### config.mk
export PLATFORM = sky130hd
export DESIGN_NAME = im2col_spc
export DESIGN_NICKNAME = d
export VERILOG_FILES = /design/src/hdl/im2col_pkg.sv /design/src/hdl/im2col_spc.sv /design/src/hdl/im2col_dma_prog.sv /design/src/hdl/im2col_desc_fifo.sv /design/src/hdl/im2col_param_gen.sv /design/src/hdl/im2col_cfg_regs.sv
export SDC_FILE = /design/constraint.sdc
export NUM_CORES = 1
export LEC_CHECK = 0
export ABC_AREA = 1
export BUFFER_PORTS_ARGS = -buffer_cell sky130_fd_sc_hd__buf_4
export CAP_MARGIN = 20
export CORE_MARGIN = 10
export CORE_UTILIZATION = 43
export CTS_BUF_LIST = sky130_fd_sc_hd__clkbuf_4 sky130_fd_sc_hd__clkbuf_8
export CTS_CLUSTER_SIZE = 24
export DETAILED_ROUTE_END_ITERATION = 8
export PLACE_DENSITY = 0.66
export SYNTH_ARGS = -nofsm -noshare
export SYNTH_HDL_FRONTEND = slang
export SYNTH_HIERARCHICAL = 1
export SYNTH_SLANG_ARGS = --single-unit
export TNS_END_PERCENT = 1
### constraint.sdc
create_clock -name clk_i -period 8.45 [get_ports clk_i]
set_input_delay 0.4225 -clock clk_i [delete_from_list [all_inputs] [get_ports clk_i]]
set_output_delay 0.4225 -clock clk_i [all_outputs]
set_load 0.02 [all_outputs]
### src/hdl/im2col_pkg.sv
package im2col_pkg;

  typedef logic [31:0] word_t;

  // image and kernel geometry, packed into one register word
  typedef struct packed {
    logic [9:0] rsvd;
    logic [1:0] stride_log2;
    logic [3:0] ker_k;
    logic [7:0] img_h;
    logic [7:0] img_w;
  } geom_t;

  // write data seen as a plain word or as the geometry fields
  typedef union packed {
    word_t raw;
    geom_t geom;
  } cfg_word_u;

  // one 2D DMA transaction
  typedef struct packed {
    word_t       src_ptr;
    word_t       dst_ptr;
    word_t       inc_src_d1;
    word_t       inc_src_d2;
    logic [15:0] size_d1;
    logic [15:0] size_d2;
  } desc_t;

  // configuration register addresses
  localparam logic [3:0] CFG_SRC_PTR   = 4'd0;
  localparam logic [3:0] CFG_DST_PTR   = 4'd1;
  localparam logic [3:0] CFG_GEOM      = 4'd2;
  localparam logic [3:0] CFG_CH_OFFSET = 4'd3;
  localparam logic [3:0] CFG_START     = 4'd4;
  localparam logic [3:0] CFG_IRQ_CLR   = 4'd5;

  // DMA channel register byte offsets
  localparam logic [7:0] DMA_SRC_PTR_OFF    = 8'h00;
  localparam logic [7:0] DMA_DST_PTR_OFF    = 8'h04;
  localparam logic [7:0] DMA_SIZE_D1_OFF    = 8'h0C;
  localparam logic [7:0] DMA_SIZE_D2_OFF    = 8'h10;
  localparam logic [7:0] DMA_SRC_INC_D1_OFF = 8'h18;
  localparam logic [7:0] DMA_SRC_INC_D2_OFF = 8'h1C;
  localparam logic [7:0] DMA_DST_INC_D1_OFF = 8'h20;
  localparam logic [7:0] DMA_DST_INC_D2_OFF = 8'h24;
  localparam logic [7:0] DMA_DATA_TYPE_OFF  = 8'h2C;
  localparam logic [7:0] DMA_DIM_CONFIG_OFF = 8'h34;

  localparam int unsigned WORD_BYTES = 4;

endpackage
### src/hdl/im2col_spc.sv
module im2col_spc #(
  parameter int unsigned DescDepth = 4
) (
  input  logic                  clk_i,
  input  logic                  rst_ni,
  input  logic                  cfg_we_i,
  input  logic [3:0]            cfg_addr_i,
  input  im2col_pkg::cfg_word_u cfg_wdata_i,
  output logic                  dma_req_o,
  output im2col_pkg::word_t     dma_addr_o,
  output im2col_pkg::word_t     dma_wdata_o,
  input  logic                  dma_ack_i,
  input  logic                  dma_done_i,
  output logic                  busy_o,
  output logic                  done_int_o
);

  import im2col_pkg::*;

  logic  start;
  logic  job_done;
  word_t src_ptr;
  word_t dst_ptr;
  word_t ch_offset;
  geom_t geom;
  logic  push;
  logic  pop;
  logic  full;
  logic  empty;
  logic  gen_done;
  desc_t desc_in;
  desc_t desc_head;

  im2col_cfg_regs im2col_cfg_regs_i (
    .clk_i       (clk_i),
    .rst_ni      (rst_ni),
    .cfg_we_i    (cfg_we_i),
    .cfg_addr_i  (cfg_addr_i),
    .cfg_wdata_i (cfg_wdata_i),
    .job_done_i  (job_done),
    .start_o     (start),
    .busy_o      (busy_o),
    .done_int_o  (done_int_o),
    .src_ptr_o   (src_ptr),
    .dst_ptr_o   (dst_ptr),
    .ch_offset_o (ch_offset),
    .geom_o      (geom)
  );

  im2col_param_gen im2col_param_gen_i (
    .clk_i      (clk_i),
    .rst_ni     (rst_ni),
    .start_i    (start),
    .src_ptr_i  (src_ptr),
    .dst_ptr_i  (dst_ptr),
    .geom_i     (geom),
    .full_i     (full),
    .push_o     (push),
    .desc_o     (desc_in),
    .gen_done_o (gen_done)
  );

  im2col_desc_fifo #(
    .Depth (DescDepth)
  ) im2col_desc_fifo_i (
    .clk_i   (clk_i),
    .rst_ni  (rst_ni),
    .push_i  (push),
    .data_i  (desc_in),
    .pop_i   (pop),
    .data_o  (desc_head),
    .full_o  (full),
    .empty_o (empty)
  );

  im2col_dma_prog im2col_dma_prog_i (
    .clk_i       (clk_i),
    .rst_ni      (rst_ni),
    .start_i     (start),
    .ch_offset_i (ch_offset),
    .desc_i      (desc_head),
    .empty_i     (empty),
    .gen_done_i  (gen_done),
    .dma_ack_i   (dma_ack_i),
    .dma_done_i  (dma_done_i),
    .pop_o       (pop),
    .job_done_o  (job_done),
    .dma_req_o   (dma_req_o),
    .dma_addr_o  (dma_addr_o),
    .dma_wdata_o (dma_wdata_o)
  );

endmodule

### src/hdl/im2col_dma_prog.sv
module im2col_dma_prog (
  input  logic              clk_i,
  input  logic              rst_ni,
  input  logic              start_i,
  input  im2col_pkg::word_t ch_offset_i,
  input  im2col_pkg::desc_t desc_i,
  input  logic              empty_i,
  input  logic              gen_done_i,
  input  logic              dma_ack_i,
  input  logic              dma_done_i,
  output logic              pop_o,
  output logic              job_done_o,
  output logic              dma_req_o,
  output im2col_pkg::word_t dma_addr_o,
  output im2col_pkg::word_t dma_wdata_o
);

  import im2col_pkg::*;

  typedef enum logic [3:0] {
    IDLE,
    WR_DIM,
    WR_DTYPE,
    WR_SRC_PTR,
    WR_DST_PTR,
    WR_INC_SRC_D1,
    WR_INC_SRC_D2,
    WR_INC_DST_D1,
    WR_INC_DST_D2,
    WR_SIZE_D2,
    WR_SIZE_D1,
    POP
  } state_e;

  state_e     state_q;
  state_e     state_d;
  state_e     next_wr;
  logic [7:0] reg_off;
  logic       hdr_pending_q;
  logic       ch_free_q;
  logic       job_q;

  // register offset, data and successor for each write
  always_comb begin
    dma_req_o   = 1'b1;
    reg_off     = '0;
    dma_wdata_o = '0;
    next_wr     = IDLE;
    unique case (state_q)
      WR_DIM: begin
        reg_off     = DMA_DIM_CONFIG_OFF;
        dma_wdata_o = 32'd2;
        next_wr     = WR_DTYPE;
      end
      WR_DTYPE: begin
        // 32-bit words only
        reg_off     = DMA_DATA_TYPE_OFF;
        dma_wdata_o = 32'd0;
        next_wr     = WR_SRC_PTR;
      end
      WR_SRC_PTR: begin
        reg_off     = DMA_SRC_PTR_OFF;
        dma_wdata_o = desc_i.src_ptr;
        next_wr     = WR_DST_PTR;
      end
      WR_DST_PTR: begin
        reg_off     = DMA_DST_PTR_OFF;
        dma_wdata_o = desc_i.dst_ptr;
        next_wr     = WR_INC_SRC_D1;
      end
      WR_INC_SRC_D1: begin
        reg_off     = DMA_SRC_INC_D1_OFF;
        dma_wdata_o = desc_i.inc_src_d1;
        next_wr     = WR_INC_SRC_D2;
      end
      WR_INC_SRC_D2: begin
        reg_off     = DMA_SRC_INC_D2_OFF;
        dma_wdata_o = desc_i.inc_src_d2;
        next_wr     = WR_INC_DST_D1;
      end
      WR_INC_DST_D1: begin
        // destination is written contiguously
        reg_off     = DMA_DST_INC_D1_OFF;
        dma_wdata_o = word_t'(WORD_BYTES);
        next_wr     = WR_INC_DST_D2;
      end
      WR_INC_DST_D2: begin
        reg_off     = DMA_DST_INC_D2_OFF;
        dma_wdata_o = word_t'(WORD_BYTES);
        next_wr     = WR_SIZE_D2;
      end
      WR_SIZE_D2: begin
        reg_off     = DMA_SIZE_D2_OFF;
        dma_wdata_o = {16'b0, desc_i.size_d2};
        next_wr     = WR_SIZE_D1;
      end
      WR_SIZE_D1: begin
        // this write launches the transfer
        reg_off     = DMA_SIZE_D1_OFF;
        dma_wdata_o = {16'b0, desc_i.size_d1};
        next_wr     = POP;
      end
      default: begin
        dma_req_o = 1'b0;
      end
    endcase
  end

  assign dma_addr_o = ch_offset_i + {24'b0, reg_off};
  assign pop_o      = (state_q == POP);
  assign job_done_o = job_q && gen_done_i && empty_i && ch_free_q && (state_q == IDLE);

  always_comb begin
    state_d = state_q;
    if (state_q == IDLE) begin
      if (!empty_i && ch_free_q) begin
        state_d = hdr_pending_q ? WR_DIM : WR_SRC_PTR;
      end
    end else if (state_q == POP) begin
      state_d = IDLE;
    end else if (dma_ack_i) begin
      state_d = next_wr;
    end
  end

  always_ff @(posedge clk_i, negedge rst_ni) begin
    if (!rst_ni) begin
      state_q       <= IDLE;
      hdr_pending_q <= 1'b0;
      ch_free_q     <= 1'b1;
      job_q         <= 1'b0;
    end else begin
      state_q <= state_d;
      // header writes go out once per job
      if (start_i) begin
        hdr_pending_q <= 1'b1;
      end else if (state_q == WR_DTYPE && dma_ack_i) begin
        hdr_pending_q <= 1'b0;
      end
      if (start_i || dma_done_i) begin
        ch_free_q <= 1'b1;
      end else if (state_q == WR_SIZE_D1 && dma_ack_i) begin
        ch_free_q <= 1'b0;
      end
      if (start_i) begin
        job_q <= 1'b1;
      end else if (job_done_o) begin
        job_q <= 1'b0;
      end
    end
  end

endmodule

### src/hdl/im2col_desc_fifo.sv
module im2col_desc_fifo #(
  parameter int unsigned Depth = 4
) (
  input  logic              clk_i,
  input  logic              rst_ni,
  input  logic              push_i,
  input  im2col_pkg::desc_t data_i,
  input  logic              pop_i,
  output im2col_pkg::desc_t data_o,
  output logic              full_o,
  output logic              empty_o
);

  import im2col_pkg::*;

  localparam int unsigned AddrW = $clog2(Depth);

  desc_t            mem_q [Depth];
  logic [AddrW-1:0] wr_ptr_q;
  logic [AddrW-1:0] rd_ptr_q;
  logic [AddrW:0]   count_q;
  logic             do_push;
  logic             do_pop;

  assign full_o  = (count_q == (AddrW + 1)'(Depth));
  assign empty_o = (count_q == '0);

  // overflow and underflow requests are ignored
  assign do_push = push_i && !full_o;
  assign do_pop  = pop_i && !empty_o;

  // fall-through head
  assign data_o = mem_q[rd_ptr_q];

  always_ff @(posedge clk_i, negedge rst_ni) begin
    if (!rst_ni) begin
      wr_ptr_q <= '0;
      rd_ptr_q <= '0;
      count_q  <= '0;
    end else begin
      if (do_push) begin
        wr_ptr_q <= wr_ptr_q + 1'b1;
      end
      if (do_pop) begin
        rd_ptr_q <= rd_ptr_q + 1'b1;
      end
      if (do_push && !do_pop) begin
        count_q <= count_q + 1'b1;
      end else if (do_pop && !do_push) begin
        count_q <= count_q - 1'b1;
      end
    end
  end

  always_ff @(posedge clk_i) begin
    if (do_push) begin
      mem_q[wr_ptr_q] <= data_i;
    end
  end

endmodule

### src/hdl/im2col_param_gen.sv
module im2col_param_gen (
  input  logic              clk_i,
  input  logic              rst_ni,
  input  logic              start_i,
  input  im2col_pkg::word_t src_ptr_i,
  input  im2col_pkg::word_t dst_ptr_i,
  input  im2col_pkg::geom_t geom_i,
  input  logic              full_i,
  output logic              push_o,
  output im2col_pkg::desc_t desc_o,
  output logic              gen_done_o
);

  import im2col_pkg::*;

  // values derived from the geometry at start
  logic [7:0]  w_span;
  logic [7:0]  h_span;
  logic [15:0] ow_d;
  logic [15:0] oh_d;
  word_t       row_bytes_d;
  word_t       plane_bytes_d;

  // latched job state
  word_t       src_row_q;
  word_t       src_cur_q;
  word_t       dst_cur_q;
  word_t       row_bytes_q;
  word_t       plane_bytes_q;
  word_t       inc_d1_q;
  word_t       inc_d2_q;
  logic [15:0] ow_q;
  logic [15:0] oh_q;
  logic [3:0]  ker_k_q;
  logic [3:0]  kh_q;
  logic [3:0]  kw_q;
  logic        active_q;
  logic        gen_done_q;
  logic        last_col;
  logic        last_elem;

  assign w_span        = geom_i.img_w - {4'b0, geom_i.ker_k};
  assign h_span        = geom_i.img_h - {4'b0, geom_i.ker_k};
  assign ow_d          = {8'b0, w_span >> geom_i.stride_log2} + 16'd1;
  assign oh_d          = {8'b0, h_span >> geom_i.stride_log2} + 16'd1;
  assign row_bytes_d   = {24'b0, geom_i.img_w} * word_t'(WORD_BYTES);
  assign plane_bytes_d = {16'b0, ow_d} * {16'b0, oh_d} * word_t'(WORD_BYTES);

  assign last_col  = (kw_q == ker_k_q - 4'd1);
  assign last_elem = last_col && (kh_q == ker_k_q - 4'd1);

  // stall on a full FIFO
  assign push_o     = active_q && !full_i;
  assign gen_done_o = gen_done_q;

  // kernel window walk, kw fastest
  always_ff @(posedge clk_i, negedge rst_ni) begin
    if (!rst_ni) begin
      active_q   <= 1'b0;
      gen_done_q <= 1'b0;
      kh_q       <= '0;
      kw_q       <= '0;
    end else if (start_i) begin
      active_q   <= (geom_i.ker_k != 4'd0);
      gen_done_q <= (geom_i.ker_k == 4'd0);
      kh_q       <= '0;
      kw_q       <= '0;
    end else if (push_o) begin
      if (last_elem) begin
        active_q   <= 1'b0;
        gen_done_q <= 1'b1;
      end
      if (last_col) begin
        kw_q <= '0;
        kh_q <= kh_q + 4'd1;
      end else begin
        kw_q <= kw_q + 4'd1;
      end
    end
  end

  // running pointers replace the per-element multiplies
  always_ff @(posedge clk_i) begin
    if (start_i) begin
      src_row_q     <= src_ptr_i;
      src_cur_q     <= src_ptr_i;
      dst_cur_q     <= dst_ptr_i;
      row_bytes_q   <= row_bytes_d;
      plane_bytes_q <= plane_bytes_d;
      inc_d1_q      <= word_t'(WORD_BYTES) << geom_i.stride_log2;
      inc_d2_q      <= row_bytes_d << geom_i.stride_log2;
      ow_q          <= ow_d;
      oh_q          <= oh_d;
      ker_k_q       <= geom_i.ker_k;
    end else if (push_o) begin
      dst_cur_q <= dst_cur_q + plane_bytes_q;
      if (last_col) begin
        src_row_q <= src_row_q + row_bytes_q;
        src_cur_q <= src_row_q + row_bytes_q;
      end else begin
        src_cur_q <= src_cur_q + word_t'(WORD_BYTES);
      end
    end
  end

  assign desc_o.src_ptr    = src_cur_q;
  assign desc_o.dst_ptr    = dst_cur_q;
  assign desc_o.inc_src_d1 = inc_d1_q;
  assign desc_o.inc_src_d2 = inc_d2_q;
  assign desc_o.size_d1    = ow_q;
  assign desc_o.size_d2    = oh_q;

endmodule

### src/hdl/im2col_cfg_regs.sv
module im2col_cfg_regs (
  input  logic                  clk_i,
  input  logic                  rst_ni,
  input  logic                  cfg_we_i,
  input  logic [3:0]            cfg_addr_i,
  input  im2col_pkg::cfg_word_u cfg_wdata_i,
  input  logic                  job_done_i,
  output logic                  start_o,
  output logic                  busy_o,
  output logic                  done_int_o,
  output im2col_pkg::word_t     src_ptr_o,
  output im2col_pkg::word_t     dst_ptr_o,
  output im2col_pkg::word_t     ch_offset_o,
  output im2col_pkg::geom_t     geom_o
);

  import im2col_pkg::*;

  logic start_wr;
  logic irq_clr_wr;

  // a start while a job runs is dropped
  assign start_wr   = cfg_we_i && (cfg_addr_i == CFG_START) && !busy_o;
  assign irq_clr_wr = cfg_we_i && (cfg_addr_i == CFG_IRQ_CLR);

  // configuration words
  always_ff @(posedge clk_i, negedge rst_ni) begin
    if (!rst_ni) begin
      src_ptr_o   <= '0;
      dst_ptr_o   <= '0;
      ch_offset_o <= '0;
      geom_o      <= '0;
    end else if (cfg_we_i) begin
      case (cfg_addr_i)
        CFG_SRC_PTR: begin
          src_ptr_o <= cfg_wdata_i.raw;
        end
        CFG_DST_PTR: begin
          dst_ptr_o <= cfg_wdata_i.raw;
        end
        CFG_GEOM: begin
          geom_o      <= cfg_wdata_i.geom;
          // reserved bits always read back as zero
          geom_o.rsvd <= '0;
        end
        CFG_CH_OFFSET: begin
          ch_offset_o <= cfg_wdata_i.raw;
        end
        default: begin
        end
      endcase
    end
  end

  // start pulse and busy level
  always_ff @(posedge clk_i, negedge rst_ni) begin
    if (!rst_ni) begin
      start_o <= 1'b0;
      busy_o  <= 1'b0;
    end else begin
      start_o <= start_wr;
      if (job_done_i) begin
        busy_o <= 1'b0;
      end else if (start_wr) begin
        busy_o <= 1'b1;
      end
    end
  end

  // sticky done flag, cleared only by software
  always_ff @(posedge clk_i, negedge rst_ni) begin
    if (!rst_ni) begin
      done_int_o <= 1'b0;
    end else if (job_done_i) begin
      done_int_o <= 1'b1;
    end else if (irq_clr_wr) begin
      done_int_o <= 1'b0;
    end
  end

endmodule

Word level (Yosys, flattened, before mapping)
Memory sizes are Yosys's and may differ from the RTL's.
Cells that the tools add are included.
- logic and storage cells: 161
- memories: 1
- register bits: 379
- memory bits (writable): 640
- ROM bits: 0
- latch bits: 0
- output and inout port bits: 67
- memory list (memory ; words ; width ; rd ports ; clocked after Yosys merged registers in ; wr ports ; RTL line ; text):
    im2col_desc_fifo_i.mem_q ; 4 ; 160 ; 1 ; 0 ; 1 ; im2col_desc_fifo.sv:18 ; desc_t mem_q [Depth];
- reductions and logical operators: 46
- shift operators: 4
- add/subtract/negate cells: 15
- divide/modulo/power cells: 0
- order comparisons: 0
- bitwise operators: 0
- multiplexer cells: 43
- equality and inequality tests: 20
- $mul: 1
- operators by type and width (cell ; number):
    2-to-1 mux 32 bit ; 8
    one-hot mux 32 bit (8 select lines) ; 1
    one-hot mux 6 bit (9 select lines) ; 1
    2-to-1 mux 4 bit ; 10
    one-hot mux 4 bit (10 select lines) ; 1
    adder 32 x 10 -> 32 bit ; 1
    adder 32 x 3 -> 32 bit (second input constant) ; 1
    adder 32 bit ; 1
    adder 32 x 6 -> 32 bit ; 1
    left shift 10 x 2 -> 32 bit ; 1
    left shift 3 x 2 -> 32 bit (first input constant) ; 1
    multiplier 16 x 16 -> 30 bit ; 1
    == test 4 x 3 -> 1 bit (second input constant) ; 6
    2-to-1 mux 1 bit ; 19
    adder 8 x 1 -> 9 bit (second input constant) ; 2
    nonzero test 2 bit ; 9
    == test 4 x 2 -> 1 bit (second input constant) ; 4
    == test 4 bit (second input constant) ; 4
    logical AND 1 bit ; 16
    >> shifter 8 x 2 -> 8 bit ; 2
    subtractor 8 x 4 -> 8 bit ; 2
    AND reduction 2 bit ; 7
    zero test 4 bit ; 3
    OR reduction 10 bit ; 1
    17 further kinds ; 26

Logic depth before layout (Yosys ltp)
- depth in word-level cells: 8
- depth in mapped cells: 35
- gate-level depth less buffers: 35

Hierarchy
Netlist, hierarchy kept.
- modules (own cells, without submodules) (module ; cells an instance ; seq. area each (um^2) ; instances ; area an instance (um^2)):
    im2col_desc_fifo ; 1928 ; 19393.6 ; 1 ; 25786.0
    im2col_param_gen ; 1822 ; 5024.8 ; 1 ; 14432.6
    im2col_cfg_regs ; 507 ; 3027.9 ; 1 ; 4725.8
    im2col_dma_prog ; 542 ; 176.4 ; 1 ; 2767.7

Least setup slack after synthesis
No wires, ideal clock.
- kind: register to register
- from: register im2col_desc_fifo_i.count_q[0]
- to: memory im2col_desc_fifo_i/mem_q[0][0] (netlist name), enable pin
- slack: 62 ps
- data required time: 7767 ps
- library setup time: 683 ps
- arrival: 7705 ps
- cell stages (with the launch flop): 7
- buffers on the path: 0
- period minus slack after synthesis: 8388 ps
- path through: dfrtp_1 -> inv_1 -> nand3_1 -> inv_1 -> nor2_1 -> nand2_1 -> nor2_1
- cells in the longest elaborated chain, start to end: 6
- RTL lines (element ; RTL line ; text):
    start, declared ; im2col_desc_fifo.sv:21 ; logic [AddrW:0] count_q;
    start signal, assigned ; im2col_desc_fifo.sv:48 ; count_q <= count_q + 1'b1;
    start signal, assigned ; im2col_desc_fifo.sv:50 ; count_q <= count_q - 1'b1;
    == test 3 bit ; im2col_desc_fifo.sv:25 ; assign full_o = (count_q == (AddrW + 1)'(Depth));
    named net full ; im2col_spc.sv:28 ; logic full;
    zero test 1 bit ; im2col_param_gen.sv:53 ; assign push_o = active_q && !full_i;
    logical AND 1 bit ; im2col_param_gen.sv:53 ;
    named net push ; im2col_spc.sv:26 ; logic push;
    logical AND 1 bit ; im2col_desc_fifo.sv:29 ; assign do_push = push_i && !full_o;
    2-to-1 mux 1 bit ; im2col_desc_fifo.sv:56 ; if (do_push) begin
    2-to-1 mux 1 bit (implied by the code) ; im2col_desc_fifo.sv:57 ; mem_q[wr_ptr_q] <= data_i;
    end, declared ; im2col_desc_fifo.sv:18 ;
The timed path passes the listed nets, and every way through them passes these cells.

Worst setup path in the final report
- from: register im2col_cfg_regs_i/geom_o[16] (netlist name)
- to: register im2col_param_gen_i.plane_bytes_q[17], data pin
- cells in the longest elaborated chain, start to end: 4
- elaborated cells on any way between the ends: 7
- those cells by class: add/sub: 4; mul: 1; shift: 2
- RTL lines (element ; RTL line ; text):
    start, declared ; im2col_cfg_regs.sv:14 ; output im2col_pkg::geom_t geom_o
    start signal, assigned ; im2col_cfg_regs.sv:42 ; geom_o <= cfg_wdata_i.geom;
    subtractor 8 x 4 -> 8 bit ; im2col_param_gen.sv:43 ; assign h_span = geom_i.img_h - {4'b0, geom_i.ker_k};
    >> shifter 8 x 2 -> 8 bit ; im2col_param_gen.sv:45 ; assign oh_d = {8'b0, h_span >> geom_i.stride_log2} + 16'd1;
    adder 8 x 1 -> 9 bit ; im2col_param_gen.sv:45 ;
    named net im2col_param_gen_i.oh_d[4] ; im2col_param_gen.sv:20 ; logic [15:0] oh_d;
    multiplier 16 x 16 -> 30 bit ; im2col_param_gen.sv:47 ; assign plane_bytes_d = {16'b0, ow_d} * {16'b0, oh_d} * word_t'(WORD_BYTES);
    named net im2col_param_gen_i.plane_bytes_d[17] ; im2col_param_gen.sv:22 ; word_t plane_bytes_d;
    end signal, assigned ; im2col_param_gen.sv:89 ; plane_bytes_q <= plane_bytes_d;
    end, declared ; im2col_param_gen.sv:29 ; word_t plane_bytes_q;
The timed path passes the listed nets, and every way through them passes these cells.
A chain may end at the register's enable or synchronous reset.

==> results <==
- The largest single stage delay on the critical path is 0.56 ns.
- The total iterations of the first detailed-routing run is 6.
- The final-layout fill cell count is 10102.
- The capture point of the worst reg-to-reg path is im2col_param_gen_i/plane_bytes_q[17].
- The final net count is 5116.
- The total leakage power is 22.7 nW.
- Setup slack on the critical path of the routed design comes to 1.49 ns.
- The total routed wirelength is 120000 um.
- The flow ran to the end, and the final reports show no timing, DRC or antenna violations.
- After routing, the total negative slack on setup checks comes to 0 ns.
- In this run the vertical extent of the chip is 353 um.
- The I/O pin count is 108.
- Timing would allow up to 144 MHz.
- The clock-pin slew on the worst setup and hold paths is 0.06 ns.
- The cell at the slowest stage of the critical path is sky130_fd_sc_hd__fa_1.
- For flop-to-flop paths, the worst setup slack is 1.49 ns.
- The shortest clock period the worst path allows after layout is 6.96 ns.
- The number of global-route vias before repair is 32007.
- STA puts the critical path data arrival time at 7.53 ns.
- Summed over all layers, the global routing overflow is 0.
- The antenna violation net count after detailed routing is 0.
- The proportion of layout cells with a drive suffix above 1 is 0.103.
- The detailed-route wire length per cell is 18.3 um.
- The horizontal extent of the die is 353 um.
- The number of non-filler instances in the completed layout is 6537.
- The maximum buffer depth of the clock tree is 3.
- After floorplanning, the core was divided into 122 placement rows.
- The global router's overall resource usage is 0.187.
- The clock insertion delay at the later pin of the skew report is 0.82 ns.
- Headroom to the max-slew limit came out at 0.257.
- Registers take 0.0276 mm2.
- Summing over every cut layer, the via total after detailed routing is 33556.
- The CTS buffer count is 154.
- Setup repair after global routing left no endpoint under its margin.
- The area of the die is 0.124 mm2.
- The depth of the most critical reg-to-reg path is 30.
- TritonCTS built the clock tree.
- The mean cell area of the mapped netlist is 9.95 um2.
- The detailed router's first-iteration violation count is 3107.
- The biggest fanout along the worst timing path is 11.
- Clock tree synthesis selected as its root buffer the cell sky130_fd_sc_hd__clkbuf_8.
- The share of the core filled with cells in the final layout is 0.478.
- Once placement completed, the tool counted placed cells totaling 6218.
- Routability-driven placement finished with a final weighted congestion of 0.897.
- The number of maximum-capacitance constraint violations is 0.
- The max-slew violation count came to 0.
- The library cell used most frequently in the layout, excluding fill and tap cells, is sky130_fd_sc_hd__nand2_1.
- The clock tree skew after final layout is 0.0374 ns.
- The number of antenna violations at the first check in global routing is 3.
- The placement-stage worst setup slack is 1.49 ns.
- The path category of the worst min-delay check is primary input to async pin.
- For this run, design rule violations remaining after detail routing come to 0.
- The area taken by multi-input logic gates is 0.0161 mm2.
- The hold violation count in the final report is 0.
- In this run the tool buffered the top-level ports with 107 buffer cells.
- The library cells used most frequently in the layout, excluding fill and tap cells, are 1359 x sky130_fd_sc_hd__nand2_1, 799 x sky130_fd_sc_hd__edfxtp_1, 655 x sky130_fd_sc_hd__inv_1.
- The first global-routing pass estimated 183000 um of wire.
- The origin of the critical flop-to-flop path is im2col_cfg_regs_i/geom_o[16].
- The cell area after technology mapping is 0.0476 mm2.
- By startpoint and endpoint, the worst setup path is classified as flop to flop.
- STA puts the critical path data required time at 9.02 ns.
- The initial utilization of the core area, before any placement, comes to 0.432.
- The gate count of the mapped netlist is 4788.
- The count of warnings emitted by yosys is 6.
- Using the TritonRoute via totals, the vias-per-cell ratio works out to 5.13.
- In the finished design, the share of the clock period the worst path needs comes to 0.824.
- The number of H-tree levels is 4.
- The largest vdd supply drop is 762 uV.
- The HPWL after detailed placement is 79000 um.
- The number of setup violations in the final report is 0.
- The total power per unit cell area is 317 mW/mm2.
- Entering global routing, the biggest net connects 255 pins.
- At the pin with the least slew margin, the transition time is 1.11 ns.
- The relative area change from synthesis to final layout is 10.8%.
- The number of sinks handled by clock tree synthesis is 944.
- The completed layout was analyzed and its total power is 16.7 mW.
- The core region is 0.110 mm2.
- The worst setup path is launched from a flop.
- The worst setup path is captured at a flop.
-- area by class of cell --
cell class	count	share of cell area
antenna	2	0.0000949
clock inverter	46	0.00657
tap	1488	0.0353
sequential	944	0.524
timing repair buffer	186	0.0293
inverter	679	0.0486
clock buffer	226	0.0518
multi-input combinational	2966	0.305
-- critical path, delay by kind of cell (launching register included) --
family / cells / cell delay (ns)
XOR/XNOR: 2 / 0.32
flip-flops: 1 / 0.45
AO/OA/AOI/OAI: 4 / 0.90
buffers and inverters: 7 / 0.54
AND/OR/NAND/NOR: 9 / 1.35
adder cells (fa/ha/maj): 8 / 3.15
-- metal layers --
layer	vias to the layer above	routed length (um)	track usage
met1	15954	53500	0.259
met4	0	3650	0.0700
li1	16308	-	-
met5	-	0	0
met2	1083	54400	0.292
met3	211	8170	0.0351
-- metrics by stage --
step / cell area (um2) / hold slack (ns)
final: 52800 / 0.251
after global routing: 52800 / 0.303
after CTS: 52700 / 0.225
after detailed placement: 49200 / 0.458
after floorplan: 47900 / 0.127
after global placement: 49200 / 0.454
-- timing repair --
action / in CTS / in global routing
hold endpoints to repair: 213 / 0
setup endpoints to repair: 0 / 0
hold buffers: 43 / 0
resized for setup: 0 / 0
setup buffers: 0 / 0
-- how the worst max path moves through the flow --
| stage | startpoint | endpoint | slack (ns) |
|---|---|---|---|
| after floorplan | im2col_desc_fifo_i/count_q[0] | im2col_desc_fifo_i/mem_q[0][0] | 0.06 |
| after global placement | im2col_cfg_regs_i/geom_o[16] | im2col_param_gen_i/plane_bytes_q[17] | 1.65 |
| after detailed placement | im2col_cfg_regs_i/geom_o[16] | im2col_param_gen_i/plane_bytes_q[17] | 1.49 |
| after CTS | im2col_cfg_regs_i/geom_o[16] | im2col_param_gen_i/plane_bytes_q[17] | 1.50 |
| after global routing | im2col_cfg_regs_i/geom_o[16] | im2col_param_gen_i/plane_bytes_q[17] | 1.03 |
| final | im2col_cfg_regs_i/geom_o[16] | im2col_param_gen_i/plane_bytes_q[17] | 1.49 |
-- report_power, final --
| group | leakage (nW) | switching [mW] | internal [mW] |
|---|---|---|---|
| clock | 1.63 | 1.80 | 2.17 |
| sequential | 9.04 | 0.146 | 5.45 |
| combinational | 12.0 | 4.65 | 2.51 |
| total | 22.7 | 6.60 | 10.1 |
-- sequential cells by signal (all words and copies together) (netlist names), 8 cells and up --
signal / cells
im2col_desc_fifo_i/mem_q: 640
im2col_cfg_regs_i/ch_offset_o: 32
im2col_cfg_regs_i/dst_ptr_o: 32
im2col_cfg_regs_i/src_ptr_o: 32
im2col_param_gen_i/dst_cur_q: 32
im2col_param_gen_i/src_cur_q: 32
im2col_param_gen_i/src_row_q: 32
im2col_cfg_regs_i/geom_o: 22
im2col_param_gen_i/plane_bytes_q: 18
im2col_param_gen_i/inc_d2_q: 11
im2col_param_gen_i/oh_q: 9
im2col_param_gen_i/ow_q: 9
im2col_param_gen_i/row_bytes_q: 8
Note: power is estimated with default switching activity, not from simulation.
